[config.mk]
export PLATFORM = sky130hd
export DESIGN_NAME = mem_bridge_top
export DESIGN_NICKNAME = d
export VERILOG_FILES = /design/src/source/bus_pkg.sv /design/src/source/mem_bridge_top.sv /design/src/source/read_arbiter.sv /design/src/source/write_channel.sv
export SDC_FILE = /design/constraint.sdc
export NUM_CORES = 1
export LEC_CHECK = 0
export ABC_AREA = 1
export BUFFER_PORTS_ARGS = -buffer_cell sky130_fd_sc_hd__clkbuf_2
export CORE_AREA = 2 2 339 341
export CTS_CLUSTER_DIAMETER = 50
export DETAILED_ROUTE_END_ITERATION = 12
export DIE_AREA = 0 0 341 343
export HOLD_SLACK_MARGIN = 0.05
export PLACE_DENSITY = 0.41
export SLEW_MARGIN = 10
export SYNTH_ARGS = -nofsm -noshare
export SYNTH_HDL_FRONTEND = slang
export SYNTH_SLANG_ARGS = --single-unit
[constraint.sdc]
create_clock -name clk -period 4.9 [get_ports clk]
set_input_delay 0.49 -clock clk [delete_from_list [all_inputs] [get_ports clk]]
set_output_delay 0.49 -clock clk [all_outputs]
set_load 0.005 [all_outputs]
[src/source/bus_pkg.sv]
`default_nettype none

package bus_pkg;

    // Width of the AXI ID fields on every channel
    localparam int ID_WIDTH = 4;

    typedef logic [ID_WIDTH-1:0] axi_id_t;

    // Instruction fetches and data accesses travel under separate IDs
    localparam axi_id_t IC_ID = 4'd0;
    localparam axi_id_t DC_ID = 4'd1;

    // Read engine, one line in flight at a time
    typedef enum logic [1:0] {
        RD_IDLE = 2'd0,
        RD_ADDR = 2'd1,
        RD_DATA = 2'd2
    } rd_state_e;

    // Write engine, AW and W are issued together in WR_SEND
    typedef enum logic [1:0] {
        WR_IDLE = 2'd0,
        WR_SEND = 2'd1,
        WR_RESP = 2'd2
    } wr_state_e;

endpackage

`default_nettype wire

[src/source/mem_bridge_top.sv]
`timescale 1ns/1ps
`default_nettype none

module mem_bridge_top #(
    parameter int ADDR_WIDTH = 32,
    parameter int LINE_WIDTH = 128
) (
    input  wire                        clk,
    input  wire                        arst_n_i,
    // Instruction cache read port
    input  wire                        ic_rd_req_i,
    input  wire [ADDR_WIDTH-1:0]       ic_rd_addr_i,
    output logic                       ic_rd_rdy_o,
    output logic                       ic_ret_valid_o,
    output logic [LINE_WIDTH-1:0]      ic_ret_data_o,
    // Data cache read port
    input  wire                        dc_rd_req_i,
    input  wire [ADDR_WIDTH-1:0]       dc_rd_addr_i,
    output logic                       dc_rd_rdy_o,
    output logic                       dc_ret_valid_o,
    output logic [LINE_WIDTH-1:0]      dc_ret_data_o,
    // Data cache write port
    input  wire                        dc_wr_req_i,
    input  wire [ADDR_WIDTH-1:0]       dc_wr_addr_i,
    input  wire [LINE_WIDTH/8-1:0]     dc_wr_strb_i,
    input  wire [LINE_WIDTH-1:0]       dc_wr_data_i,
    output logic                       dc_wr_rdy_o,
    // AR and R channels
    output bus_pkg::axi_id_t           ar_id_o,
    output logic [ADDR_WIDTH-1:0]      ar_addr_o,
    output logic                       ar_valid_o,
    input  wire                        ar_ready_i,
    input  wire bus_pkg::axi_id_t      r_id_i,
    input  wire [LINE_WIDTH-1:0]       r_data_i,
    input  wire                        r_valid_i,
    output logic                       r_ready_o,
    // AW, W and B channels
    output bus_pkg::axi_id_t           aw_id_o,
    output logic [ADDR_WIDTH-1:0]      aw_addr_o,
    output logic                       aw_valid_o,
    input  wire                        aw_ready_i,
    output logic [LINE_WIDTH-1:0]      w_data_o,
    output logic [LINE_WIDTH/8-1:0]    w_strb_o,
    output logic                       w_valid_o,
    input  wire                        w_ready_i,
    input  wire bus_pkg::axi_id_t      b_id_i,
    input  wire                        b_valid_i,
    output logic                       b_ready_o
);

    // Orders data reads behind an outstanding write
    logic wr_busy;

    read_arbiter #(
        .ADDR_WIDTH (ADDR_WIDTH),
        .LINE_WIDTH (LINE_WIDTH)
    ) u_read_arbiter (
        .clk            (clk),
        .arst_n_i       (arst_n_i),
        .ic_rd_req_i    (ic_rd_req_i),
        .ic_rd_addr_i   (ic_rd_addr_i),
        .ic_rd_rdy_o    (ic_rd_rdy_o),
        .ic_ret_valid_o (ic_ret_valid_o),
        .ic_ret_data_o  (ic_ret_data_o),
        .dc_rd_req_i    (dc_rd_req_i),
        .dc_rd_addr_i   (dc_rd_addr_i),
        .dc_rd_rdy_o    (dc_rd_rdy_o),
        .dc_ret_valid_o (dc_ret_valid_o),
        .dc_ret_data_o  (dc_ret_data_o),
        .wr_busy_i      (wr_busy),
        .ar_id_o        (ar_id_o),
        .ar_addr_o      (ar_addr_o),
        .ar_valid_o     (ar_valid_o),
        .ar_ready_i     (ar_ready_i),
        .r_id_i         (r_id_i),
        .r_data_i       (r_data_i),
        .r_valid_i      (r_valid_i),
        .r_ready_o      (r_ready_o)
    );

    write_channel #(
        .ADDR_WIDTH (ADDR_WIDTH),
        .LINE_WIDTH (LINE_WIDTH)
    ) u_write_channel (
        .clk          (clk),
        .arst_n_i     (arst_n_i),
        .dc_wr_req_i  (dc_wr_req_i),
        .dc_wr_addr_i (dc_wr_addr_i),
        .dc_wr_strb_i (dc_wr_strb_i),
        .dc_wr_data_i (dc_wr_data_i),
        .dc_wr_rdy_o  (dc_wr_rdy_o),
        .wr_busy_o    (wr_busy),
        .aw_id_o      (aw_id_o),
        .aw_addr_o    (aw_addr_o),
        .aw_valid_o   (aw_valid_o),
        .aw_ready_i   (aw_ready_i),
        .w_data_o     (w_data_o),
        .w_strb_o     (w_strb_o),
        .w_valid_o    (w_valid_o),
        .w_ready_i    (w_ready_i),
        .b_id_i       (b_id_i),
        .b_valid_i    (b_valid_i),
        .b_ready_o    (b_ready_o)
    );

endmodule

`default_nettype wire

[src/source/read_arbiter.sv]
`timescale 1ns/1ps
`default_nettype none

module read_arbiter #(
    parameter int ADDR_WIDTH = 32,
    parameter int LINE_WIDTH = 128
) (
    input  wire                      clk,
    input  wire                      arst_n_i,
    // Instruction cache read port
    input  wire                      ic_rd_req_i,
    input  wire [ADDR_WIDTH-1:0]     ic_rd_addr_i,
    output logic                     ic_rd_rdy_o,
    output logic                     ic_ret_valid_o,
    output logic [LINE_WIDTH-1:0]    ic_ret_data_o,
    // Data cache read port
    input  wire                      dc_rd_req_i,
    input  wire [ADDR_WIDTH-1:0]     dc_rd_addr_i,
    output logic                     dc_rd_rdy_o,
    output logic                     dc_ret_valid_o,
    output logic [LINE_WIDTH-1:0]    dc_ret_data_o,
    // From the write engine
    input  wire                      wr_busy_i,
    // AR channel
    output bus_pkg::axi_id_t         ar_id_o,
    output logic [ADDR_WIDTH-1:0]    ar_addr_o,
    output logic                     ar_valid_o,
    input  wire                      ar_ready_i,
    // R channel
    input  wire bus_pkg::axi_id_t    r_id_i,
    input  wire [LINE_WIDTH-1:0]     r_data_i,
    input  wire                      r_valid_i,
    output logic                     r_ready_o
);

    bus_pkg::rd_state_e    state_q;
    bus_pkg::rd_state_e    state_d;
    logic [ADDR_WIDTH-1:0] addr_q;
    bus_pkg::axi_id_t      id_q;
    logic [LINE_WIDTH-1:0] ret_data_q;
    logic                  ic_ret_q;
    logic                  dc_ret_q;
    logic                  ic_acc;
    logic                  dc_acc;
    logic                  r_hs;

    // Data read must not pass a pending line write
    assign dc_rd_rdy_o = (state_q == bus_pkg::RD_IDLE) && !wr_busy_i;
    // Instruction side yields whenever the data side takes the slot
    assign ic_rd_rdy_o = (state_q == bus_pkg::RD_IDLE) && !(dc_rd_req_i && !wr_busy_i);

    assign dc_acc = dc_rd_req_i && dc_rd_rdy_o;
    assign ic_acc = ic_rd_req_i && ic_rd_rdy_o;
    assign r_hs   = r_valid_i && r_ready_o;

    always_comb begin
        state_d = state_q;
        case (state_q)
            bus_pkg::RD_IDLE: begin
                if (dc_acc || ic_acc) begin
                    state_d = bus_pkg::RD_ADDR;
                end
            end
            bus_pkg::RD_ADDR: begin
                if (ar_ready_i) begin
                    state_d = bus_pkg::RD_DATA;
                end
            end
            bus_pkg::RD_DATA: begin
                if (r_valid_i) begin
                    state_d = bus_pkg::RD_IDLE;
                end
            end
            default: state_d = bus_pkg::RD_IDLE;
        endcase
    end

    always_ff @(posedge clk or negedge arst_n_i) begin
        if (!arst_n_i) begin
            state_q  <= bus_pkg::RD_IDLE;
            ic_ret_q <= 1'b0;
            dc_ret_q <= 1'b0;
        end else begin
            state_q  <= state_d;
            // Return pulse goes to whichever client owns the ID
            ic_ret_q <= r_hs && (r_id_i == bus_pkg::IC_ID);
            dc_ret_q <= r_hs && (r_id_i == bus_pkg::DC_ID);
        end
    end

    // Winner's request captured at acceptance
    always_ff @(posedge clk) begin
        if (dc_acc) begin
            addr_q <= dc_rd_addr_i;
            id_q   <= bus_pkg::DC_ID;
        end else if (ic_acc) begin
            addr_q <= ic_rd_addr_i;
            id_q   <= bus_pkg::IC_ID;
        end
        if (r_hs) begin
            ret_data_q <= r_data_i;
        end
    end

    assign ar_valid_o = (state_q == bus_pkg::RD_ADDR);
    assign ar_addr_o  = addr_q;
    assign ar_id_o    = id_q;
    assign r_ready_o  = (state_q == bus_pkg::RD_DATA);

    // One line register serves both clients, only the pulse is steered
    assign ic_ret_valid_o = ic_ret_q;
    assign dc_ret_valid_o = dc_ret_q;
    assign ic_ret_data_o  = ret_data_q;
    assign dc_ret_data_o  = ret_data_q;

    // Slave must answer with the ID that was issued
    a_rid_match: assert property (@(posedge clk) disable iff (!arst_n_i)
        r_valid_i && r_ready_o |-> r_id_i == id_q);

    a_ar_hold: assert property (@(posedge clk) disable iff (!arst_n_i)
        ar_valid_o && !ar_ready_i |=> ar_valid_o && $stable(ar_addr_o));

    a_ret_onehot: assert property (@(posedge clk) disable iff (!arst_n_i)
        !(ic_ret_valid_o && dc_ret_valid_o));

endmodule

`default_nettype wire

[src/source/write_channel.sv]
`timescale 1ns/1ps
`default_nettype none

module write_channel #(
    parameter int ADDR_WIDTH = 32,
    parameter int LINE_WIDTH = 128
) (
    input  wire                        clk,
    input  wire                        arst_n_i,
    // Data cache write port
    input  wire                        dc_wr_req_i,
    input  wire [ADDR_WIDTH-1:0]       dc_wr_addr_i,
    input  wire [LINE_WIDTH/8-1:0]     dc_wr_strb_i,
    input  wire [LINE_WIDTH-1:0]       dc_wr_data_i,
    output logic                       dc_wr_rdy_o,
    // To the read engine
    output logic                       wr_busy_o,
    // AW channel
    output bus_pkg::axi_id_t           aw_id_o,
    output logic [ADDR_WIDTH-1:0]      aw_addr_o,
    output logic                       aw_valid_o,
    input  wire                        aw_ready_i,
    // W channel
    output logic [LINE_WIDTH-1:0]      w_data_o,
    output logic [LINE_WIDTH/8-1:0]    w_strb_o,
    output logic                       w_valid_o,
    input  wire                        w_ready_i,
    // B channel
    input  wire bus_pkg::axi_id_t      b_id_i,
    input  wire                        b_valid_i,
    output logic                       b_ready_o
);

    localparam int STRB_WIDTH = LINE_WIDTH / 8;

    bus_pkg::wr_state_e    state_q;
    bus_pkg::wr_state_e    state_d;
    logic [ADDR_WIDTH-1:0] addr_q;
    logic [LINE_WIDTH-1:0] data_q;
    logic [STRB_WIDTH-1:0] strb_q;
    logic                  aw_done_q;
    logic                  w_done_q;
    logic                  wr_acc;
    logic                  aw_hs;
    logic                  w_hs;

    assign dc_wr_rdy_o = (state_q == bus_pkg::WR_IDLE);
    assign wr_acc      = dc_wr_req_i && dc_wr_rdy_o;
    // Busy already in the acceptance cycle so a same-cycle read is held off
    assign wr_busy_o   = !dc_wr_rdy_o || dc_wr_req_i;

    assign aw_hs = aw_valid_o && aw_ready_i;
    assign w_hs  = w_valid_o && w_ready_i;

    always_comb begin
        state_d = state_q;
        case (state_q)
            bus_pkg::WR_IDLE: begin
                if (wr_acc) begin
                    state_d = bus_pkg::WR_SEND;
                end
            end
            bus_pkg::WR_SEND: begin
                // AW and W may finish in either order
                if ((aw_done_q || aw_hs) && (w_done_q || w_hs)) begin
                    state_d = bus_pkg::WR_RESP;
                end
            end
            bus_pkg::WR_RESP: begin
                if (b_valid_i) begin
                    state_d = bus_pkg::WR_IDLE;
                end
            end
            default: state_d = bus_pkg::WR_IDLE;
        endcase
    end

    always_ff @(posedge clk or negedge arst_n_i) begin
        if (!arst_n_i) begin
            state_q   <= bus_pkg::WR_IDLE;
            aw_done_q <= 1'b0;
            w_done_q  <= 1'b0;
        end else begin
            state_q <= state_d;
            if (wr_acc) begin
                aw_done_q <= 1'b0;
                w_done_q  <= 1'b0;
            end else begin
                aw_done_q <= aw_done_q || aw_hs;
                w_done_q  <= w_done_q || w_hs;
            end
        end
    end

    // Client only holds the line in the accept cycle
    always_ff @(posedge clk) begin
        if (wr_acc) begin
            addr_q <= dc_wr_addr_i;
            data_q <= dc_wr_data_i;
            strb_q <= dc_wr_strb_i;
        end
    end

    assign aw_id_o    = bus_pkg::DC_ID;
    assign aw_addr_o  = addr_q;
    assign aw_valid_o = (state_q == bus_pkg::WR_SEND) && !aw_done_q;
    assign w_data_o   = data_q;
    assign w_strb_o   = strb_q;
    assign w_valid_o  = (state_q == bus_pkg::WR_SEND) && !w_done_q;
    assign b_ready_o  = (state_q == bus_pkg::WR_RESP);

    // Only data cache writes exist, so every response carries its ID
    a_bid_match: assert property (@(posedge clk) disable iff (!arst_n_i)
        b_valid_i && b_ready_o |-> b_id_i == bus_pkg::DC_ID);

    a_w_hold: assert property (@(posedge clk) disable iff (!arst_n_i)
        w_valid_o && !w_ready_i |=> w_valid_o && $stable(w_data_o));

endmodule

`default_nettype wire

Yosys cells after proc, flatten, opt, wreduce, memory -nomap -nowiden
Cells that the tools add are included.
- output and inout port bits: 482
- flip-flop bits (word level): 345
- word-level logic and storage cells: 64
- input port bits: 386
- mux-type cells: 12
- reduce and logical (&&, ||, !) cells: 29
- equal/unequal tests: 11
- operators by type and width (operator ; number):
    32-bit 2-to-1 mux ; 2
    1-bit logical AND ; 14
    2-bit 2-to-1 mux ; 6
    2-bit case mux with 3 select lines ; 2
    2-bit inequality test (second input constant) ; 4
    3-bit AND reduction ; 2
    1-bit logical NOT ; 5
    2-bit by 1-bit equality test with 1-bit output (second input constant) ; 2
    2-bit equality test (second input constant) ; 2
    4-bit by 1-bit equality test with 1-bit output (second input constant) ; 1
    2-bit logical NOT ; 2
    4-bit logical NOT ; 1
    1-bit logical OR ; 4
    2-bit by 1-bit inequality test with 1-bit output (second input constant) ; 2
    1-bit 2-to-1 mux ; 2
    2-bit nonzero test ; 1

Logic depth before layout (Yosys ltp)
Gate-level depths: netlist of the first run.
- word-level depth: 11
- gate-level depth with buffers: 6
- mapped depth without buffers: 6

By module
From an unflattened synthesis of the first run, not the netlist that was laid out.
- cells, all modules: 646
- area total of the unflattened synthesis: 12101.6 um^2
- by module, submodules not included (module ; instances ; cells each ; area each (um^2)):
    read_arbiter ; 1 ; 431 ; 6558.8
    write_channel ; 1 ; 215 ; 5542.8

Least setup slack after synthesis of the first run
No wires, ideal clock.
- kind: flip-flop to flip-flop
- start point: register u_write_channel.state_q[0]
- end point: register u_write_channel.addr_q[0], in the netlist u_write_channel.aw_addr_o[0] (enable)
- path slack: 225 ps
- data required time: 4372 ps
- arrival: 4147 ps
- cell stages (with the launch flop): 4
- cell sequence: dfrtp_1 > nor2_4 > nand2_1 > inv_1
- cells in the longest elaborated chain, start to end: 2
- ends and longest elaborated chain (what ; line ; RTL):
    from (decl) ; write_channel.sv:36 ; bus_pkg::wr_state_e state_q;
    from (signal assigned) ; write_channel.sv:80 ; state_q <= bus_pkg::WR_IDLE;
    from (signal assigned) ; write_channel.sv:84 ; state_q <= state_d;
    2-bit logical NOT ; write_channel.sv:47 ; assign dc_wr_rdy_o = (state_q == bus_pkg::WR_IDLE);
    named net dc_wr_rdy_o ; mem_bridge_top.sv:27 ; output logic dc_wr_rdy_o,
    1-bit logical AND ; write_channel.sv:48 ; assign wr_acc = dc_wr_req_i && dc_wr_rdy_o;
    named net u_write_channel.wr_acc ; write_channel.sv:43 ; logic wr_acc;
    to (signal assigned) ; write_channel.sv:98 ; addr_q <= dc_wr_addr_i;
    to (decl) ; write_channel.sv:38 ; logic [ADDR_WIDTH-1:0] addr_q;
The timed path passes the listed nets, and every way through them passes these cells.
A chain may end at the register's enable or synchronous reset.

Worst setup path in the final report of the first run
- start point: register u_write_channel.state_q[0]
- end point: output port w_valid_o
- cells in the longest elaborated chain, start to end: 2
- ends and longest elaborated chain (what ; line ; RTL):
    2-bit by 1-bit equality test with 1-bit output ; write_channel.sv:109 ; assign w_valid_o = (state_q == bus_pkg::WR_SEND) && !w_done_q;
    1-bit logical AND ; write_channel.sv:109 ;
    to (decl) ; mem_bridge_top.sv:44 ; output logic w_valid_o,
Every way passes these cells.

==> out/results.txt, run 1 <==
Status -> complete, no violations
Synth Instances -> 640
Die Span Y -> 343 µm
Total detailed-routing wirelength -> 56000 µm
Dpl cells -> 2878
Worst-path clk slew -> 50 ps
Worst Path Buf+Inv -> 3
Postcts setup bufs -> 0
Port Buffers -> 856
First-pass GRT wire length -> 72640 µm
WP depth -> 5
Crit-path slowest cell -> dfrtp_1
Final worst-path cycle share -> 0.5076
Dpl cell area -> 17260 µm²
Post-CTS sizing -> 0
VDD IR-drop max -> 0.2456 mV
Drc violations -> 0
Top cells by area in the synthesized netlist -> edfxtp_1 84%, buf_4 8.4%, nand2_1 3.3%
Critical path class -> reg2out
Hold Crit Depth -> 1
HPWL after DPL -> 44710 µm
Via count -> 9375
CTS tree -> done
Overflow left after global routing -> 0
Core box area -> 113400 µm²
Setup crit start kind -> flip-flop
CTS sink cnt -> 345
EDFF count, synth -> 336
Top_reg_cell synth -> edfxtp_1
Crit-path cells -> inv_1 > nor2_1 > inv_1 > nor2_1 > clkbuf_2
Layout cells sized above 1 -> 0.5501
Die Wd -> 341 µm
Detailed Routing Iterations Pass 1 -> 4
Max-slew headroom -> 0.4204
Clock skew -> 25.27 ps
Reg2reg end -> u_write_channel.w_data_o[59]
Design area -> 21980 µm²
Kind of end point of the critical path -> output port
Max cap viols -> 0
Least-Margin Pin Slew -> 869.3 ps
Initial antenna violation count -> 25
Power per Cell Area -> 446.3 nW/µm²
Clk Latency, worst-skew pair -> 620 ps
Hold Path Sink -> u_write_channel.w_data_o[9]
CP required -> 4410 ps
Synth Warn # -> 0
Nets -> 2097
Drt initial violations -> 345
Worst hold path type -> in2reg
RSZ-0062 raised after global routing -> no
Htree depth -> 2
Largest area contributor in the netlist -> edfxtp_1
CP arrival -> 2000 ps
Cell Rows -> 124
Mean Syn Cell Area -> 18.84 µm²
Pin count of the biggest net entering global routing -> 89
CTS Buf Count -> 55
Synth-to-Final Area Change -> 82.27%
Asr flop ratio synth -> 0.02319
Area share of the largest cell type after synthesis -> 0.8368
Buffers from clock root to sink, at most -> 3
Max Clock Freq -> 402.0 MHz
Total negative setup slack -> 0 ps
CTS Root Cell -> clkbuf_16
Total track usage -> 0.09012
Seq/Total Area, Yosys -> 0.8550
Starting Density -> 0.1063
Post-route minimum period -> 2487 ps
Setup violations, final -> 0
Seq cells post-synth -> 345
Top Ports -> 868
Count of different cell masters after synthesis -> 23
ANT nets after route -> 0
CP Max Fanout -> 6
Worst hold path startpoint -> dc_wr_data_i[9]
Largest delay share family, worst path -> simple AND/OR/NAND/NOR gates
Routability cong. -> 0.7609
Vias in the first global route -> 9609
Avg WL per Cell -> 17.11 µm
Die area -> 117000 µm²
Flop-to-flop setup slack -> 2580 ps
Slew Limit Fails -> 0
Worst path max stage delay -> 470 ps
Mapped cell area -> 12060 µm²
Fin. Hold Viols -> 0
Non-filler instance count after layout -> 3273
Reg2reg start -> u_write_channel.state_q[0]
Worst R2R Path Depth -> 4
Vias/cell -> 2.864
Pleak -> 0.009385 µW
cells in the final DEF, fill, tap and decap left out, drive strengths merged:
cell | Yosys | final
buf | 141 | 6
bufinv | 0 | 4
clkbuf | 0 | 922
clkinv | 0 | 17
clkinvlp | 0 | 8
conb | 2 | 7
dfrtp | 8 | 8
dfxtp | 1 | 1
diode | 0 | 3
dlygate4sd3 | 0 | 288
edfxtp | 336 | 336
inv | 17 | 26
nand2 | 115 | 115
nand3 | 5 | 5
nand4 | 1 | 1
nor2 | 10 | 10
nor3 | 1 | 1
nor3b | 1 | 1
nor4 | 1 | 1
o31ai | 1 | 1
power breakdown:
part	total, µW	internal (µW)	switching [µW]
Clock	3850	2330	1530
Combinational	1760	712	1050
Sequential	4190	3940	248
cell type report:
type	instances	area, µm²
Clock inverter	38	395.4
Timing Repair Buffer	1150	7237
Sequential cell	345	10310
Inverter	17	76.32
Fill cell	12380	91440
Antenna cell	3	7.507
Tap cell	1512	1892
Clock buffer	66	1428
Multi-Input combinational cell	142	631.9
state kept, by name (all words and copies together), names as in the netlist:
signal,cells
u_read_arbiter.ar_id_o,1
u_read_arbiter.state_q,2
u_write_channel.aw_done_q,1
u_write_channel.w_data_o,128
u_read_arbiter.dc_ret_valid_o,1
u_write_channel.w_strb_o,16
u_read_arbiter.ar_addr_o,32
u_write_channel.w_done_q,1
u_read_arbiter.ic_ret_valid_o,1
u_read_arbiter.dc_ret_data_o,128
u_write_channel.state_q,2
u_write_channel.aw_addr_o,32
Yosys cell counts, types with 2 or more instances:
cell type,n
nand2_2,10
edfxtp_1,336
buf_4,135
nor2_1,7
buf_6,2
nand3_1,4
inv_1,16
dfrtp_1,8
conb_1,2
nand2_1,105
buf_2,3
stage by stage:
stage / power (µW) / worst slack [ps] / hold WS [ps] / utilization
floorplan: 4893 / 224.7 / 194.4 / -
global placement: 5880 / 2547 / 352.7 / 0.1522
detailed placement: 5884 / 2540 / 359.1 / 0.1522
CTS: 10040 / 2306 / 50.04 / 0.1937
global route: 10320 / 2208 / 65.52 / 0.1937
finish: 9808 / 2413 / 92.50 / 0.1938
timing repair:
item | CTS | global route
hold buffers | 288 | 0
setup endpoints to repair | 0 | 0
endpoints found under the hold margin | 295 | 0
cell families after synthesis:
family / count (synthesis) / share of synthesized area
compound gates: 1 / 0.0006228
other cells: 2 / 0.0006228
flops: 345 / 0.8550
simple gates: 134 / 0.04960
buf+inv: 158 / 0.09412
routing by layer:
metal | share of wire | track usage
met1 | 0.38 | 0.1061
met2 | 0.49 | 0.1502
met3 | 0.10 | 0.03197
met4 | 0.029 | 0.03442
met5 | 0.0010 | 0
how the worst max path moves through the flow:
stage / to / from / slack, ps
floorplan: u_write_channel.aw_addr_o[0] / u_write_channel.state_q[0] / 220
CTS: w_valid_o / u_write_channel.state_q[0] / 2310
detailed placement: u_write_channel.w_data_o[112] / u_write_channel.state_q[0] / 2540
global route: w_valid_o / u_write_channel.state_q[0] / 2210
finish: w_valid_o / u_write_channel.state_q[0] / 2410
global placement: u_read_arbiter.ar_addr_o[6] / dc_wr_req_i / 2550
(Power assumes the default switching activity.)
==> run 2, diff against run 1 <==
Settings changed: ABC_AREA 1 to 0, CORE_AREA 2 2 339 341 to 2 2 342 344, DIE_AREA 0 0 341 343 to 0 0 344 346, PLACE_DENSITY 0.41 to 0.4.
Clock period 4.9 ns to 2.6 ns, I/O delays scaled along.
==> run 2 against run 1 <==
  * Hold slack gained 250 ps
  * Non-clock buffer count up 111
  * Sequential share of layout area fell by 2.6 points
  * Critical path depth did not move
  * Area after synthesis grew 0.17%
  * Sequential power up 88%
  * Synthesized cell count is 13% lower
  * Wire length rose by 13%
  * Final cell count rose by 1.7%
  * Count of clock-buffer cells in the layout up 1
  * Worst setup slack worse by 2300 ps
  * Register-to-register slack worse by 2500 ps
  * Critical path type is now reg2reg
  * Largest power group unchanged
==> out/results.txt, run 2 <==
Clk Latency, worst-skew pair -> 630 ps (about the same)
Slew Limit Fails -> 0 (unchanged)
Setup crit start kind -> flip-flop
First-pass GRT wire length -> 83230 µm (+15%)
CTS sink cnt -> 345 (unchanged)
Die Span Y -> 346 µm (+0.87%)
Drc violations -> 0 (unchanged)
Cell Rows -> 125 (+0.81%)
Most frequent cells in the layout -> 856 x clkbuf_2, 386 x dlygate4sd3_1, 336 x edfxtp_1, 58 x clkbuf_16, 30 x mux2_4
Least-Margin Pin Slew -> 634.1 ps (-235.2 ps)
Total negative setup slack -> 0 ps (unchanged)
VDD IR-drop max -> 0.5611 mV (+130%)
Top cells by area in the synthesized netlist -> edfxtp_1 84%, buf_4 8.4%, mux2_4 3.7%
Sequential share of power -> 0.411 (-0.016)
Fin. Hold Viols -> 0 (unchanged)
Total detailed-routing wirelength -> 63560 µm (+13%)
Largest area contributor in the netlist -> edfxtp_1
Clock skew -> 33.07 ps (+7.801 ps)
Most common cell after layout, fill and taps aside -> clkbuf_2
Pint -> 13840 µW (+98%)
Vias/cell -> 2.978 (+4.0%)
Starting Density -> 0.1046 (-0.001677)
Max-slew headroom -> 0.5773 (+0.1568)
ANT nets after route -> 0 (unchanged)
Status -> complete, no violations
Total track usage -> 0.1020 (+0.01186)
Net Sw Frac -> 0.2779 (-0.01014)
Mean Syn Cell Area -> 21.68 µm² (+15%)
Largest delay share family, worst path -> buffers and inverters
Power per Cell Area -> 823.9 nW/µm² (+85%)
CTS Root Cell -> clkbuf_16
M1 WL -> 24750 µm (+16%)
Met2 wire length -> 30070 µm (+10%)
CP arrival -> 2850 ps (+850 ps)
Clock power frac -> 0.402 (+0.009)
Post-route minimum period -> 2494 ps
CP required -> 2960 ps (-1450 ps)
Synth Warn # -> 0 (unchanged)
Detailed Routing Iterations Pass 1 -> 6 (+2)
Worst hold path type -> in2reg
Met3 routed wirelength -> 6630 µm (+18%)
Max Clock Freq -> 401.0 MHz
Overflow left after global routing -> 0 (unchanged)
Final WS setup -> 106.1 ps (-2307 ps)
Dpl ws -> 494.5 ps (-2045 ps)
Synth-to-Final Area Change -> 92.64%
Kind of end point of the critical path -> flip-flop
Seq cells post-synth -> 345 (unchanged)
Critical path class -> reg2reg
Nets -> 2129 (+1.5%)
Crit-path slowest cell -> dlygate4sd3_1
Asr flop ratio synth -> 0.02319 (unchanged)
EDFF count, synth -> 336 (unchanged)
Top_reg_cell synth -> edfxtp_1
Top Ports -> 868 (unchanged)
Count leader, synth -> edfxtp_1
Initial antenna violation count -> 46 (+84%)
Worst path max stage delay -> 560 ps (+90 ps)
Die Wd -> 344 µm (+0.88%)
Vias in the first global route -> 10490 (+9.1%)
CTS tree -> done
Final worst-path cycle share -> 0.9592
Gate power share -> 0.187 (+0.007)
Die area -> 119000 µm² (+1.8%)
Worst-path clk slew -> 60 ps (about the same)
Drt initial violations -> 402 (+17%)
Core Util, Final -> 0.2016 (+0.007803)
Commonest cells post-synth -> 336 x edfxtp_1, 135 x buf_4, 30 x mux2_4
Area share of the largest cell type after synthesis -> 0.8354 (-0.001387)
HPWL after DPL -> 52200 µm (+17%)
Via count -> 9913 (+5.7%)
Filler cells -> 12500 (+0.97%)
Port Buffers -> 856 (unchanged)
DR top layer -> met5
Mapped cell area -> 12080 µm² (+0.17%)
Pleak -> 0.009862 µW (+5.1%)
Buffers from clock root to sink, at most -> 3 (unchanged)
Worst hold slack -> 340.0 ps (+247.5 ps)
Total power -> 19170 µW (+95%)
Crit-path cells -> nor4b_4 > nand2_2 > buf_4 > mux2_4 > dlygate4sd3_1
Setup violations, final -> 0 (unchanged)
Core box area -> 115400 µm² (+1.8%)
CP Max Fanout -> 32 (+26)
Max cap viols -> 0 (unchanged)
CTS Buf Count -> 57 (+3.6%)
Worst Path Buf+Inv -> 2 (-1)
Seq/Total Area, Yosys -> 0.8536 (-0.001417)
Avg WL per Cell -> 19.09 µm (+12%)
Routability cong. -> 0.9090 (+19%)
Count of different cell masters after synthesis -> 26 (+13%)
NetSw -> 5328 µW (+89%)
Layout cells sized above 1 -> 0.5615 (+0.01140)
Pin count of the biggest net entering global routing -> 69 (-22%)
Synth Instances -> 557 (-13%)
Htree depth -> 2 (unchanged)
run 2: path summary, 6_finish.rpt:
path                                             from                      endpoint  slack, ps  depth (start not counted)
min reg2reg                u_write_channel.state_q[1]    u_write_channel.state_q[0]        580                          1
min in group asynchronous                    arst_n_i     u_write_channel.aw_done_q        660                          3
min                                  dc_wr_data_i[20]  u_write_channel.w_data_o[20]        340                          2
max in group asynchronous                    arst_n_i     u_read_arbiter.state_q[1]       1630                          3
max reg2reg                u_write_channel.state_q[0]  u_read_arbiter.ar_addr_o[15]        110                          5
max                        u_write_channel.state_q[0]  u_read_arbiter.ar_addr_o[15]        110                          5
run 2: per-stage QoR:
step,instance area (µm²),instances
after CTS,23210,3312
final,23270,3329
after global routing,23260,3326
after floorplan,12100,562
after global placement,17410,2820
after detailed placement,17410,2820
run 2: power by group through the flow:
stage               combinational, µW  sequential, µW  clock, µW
CTS                              3690            7900       8000
global placement                 3050            7970          0
finish                           3580            7880       7710
global route                     3910            7990       8220
detailed placement               3050            8000          0
floorplan                        1030            7980          0
run 2: kinds of logic (layout without fill, tap and decap cells):
family          Yosys count  count (layout)  synth area share
flops                   345             345            0.8536
compound gates           10              10          0.005906
mux                      32              32           0.03916
buf+inv                 143            1371           0.08888
other cells               2              22         0.0006218
simple gates             25              25           0.01181
run 2: layout make-up:
cell class,instances,area [µm²],share of cell area
diodes,15,37.54,0.001613
clock buffers,67,1485,0.06383
clock inverters,39,452.9,0.01947
inverters,4,18.77,0.0008066
multi-input cells,74,715.7,0.03076
flip-flops and latches,345,10310,0.4431
well taps,1524,1907,0.08195
repair buffers,1261,8341,0.3585
run 2: repair_timing:
action	in CTS	in global routing
resized for setup	0	0
buffers inserted	0	2
setup endpoints to repair	0	32
hold buffers	386	0
hold endpoints to repair	353	0
run 2: worst register-to-register path, delay by kind of cell, from the launching register on:
family                 cells  cell delay (ps)
flip-flops                 1              490
buffers and inverters      2              880
multiplexers               1              410
AND/OR/NAND/NOR            2              440
run 2: metal layers:
layer | vias to the layer above | track usage
met5 | - | 0.005310
met4 | 34 | 0.03478
met3 | 134 | 0.04502
met2 | 607 | 0.1681
met1 | 4763 | 0.1163
li1 | 4375 | -
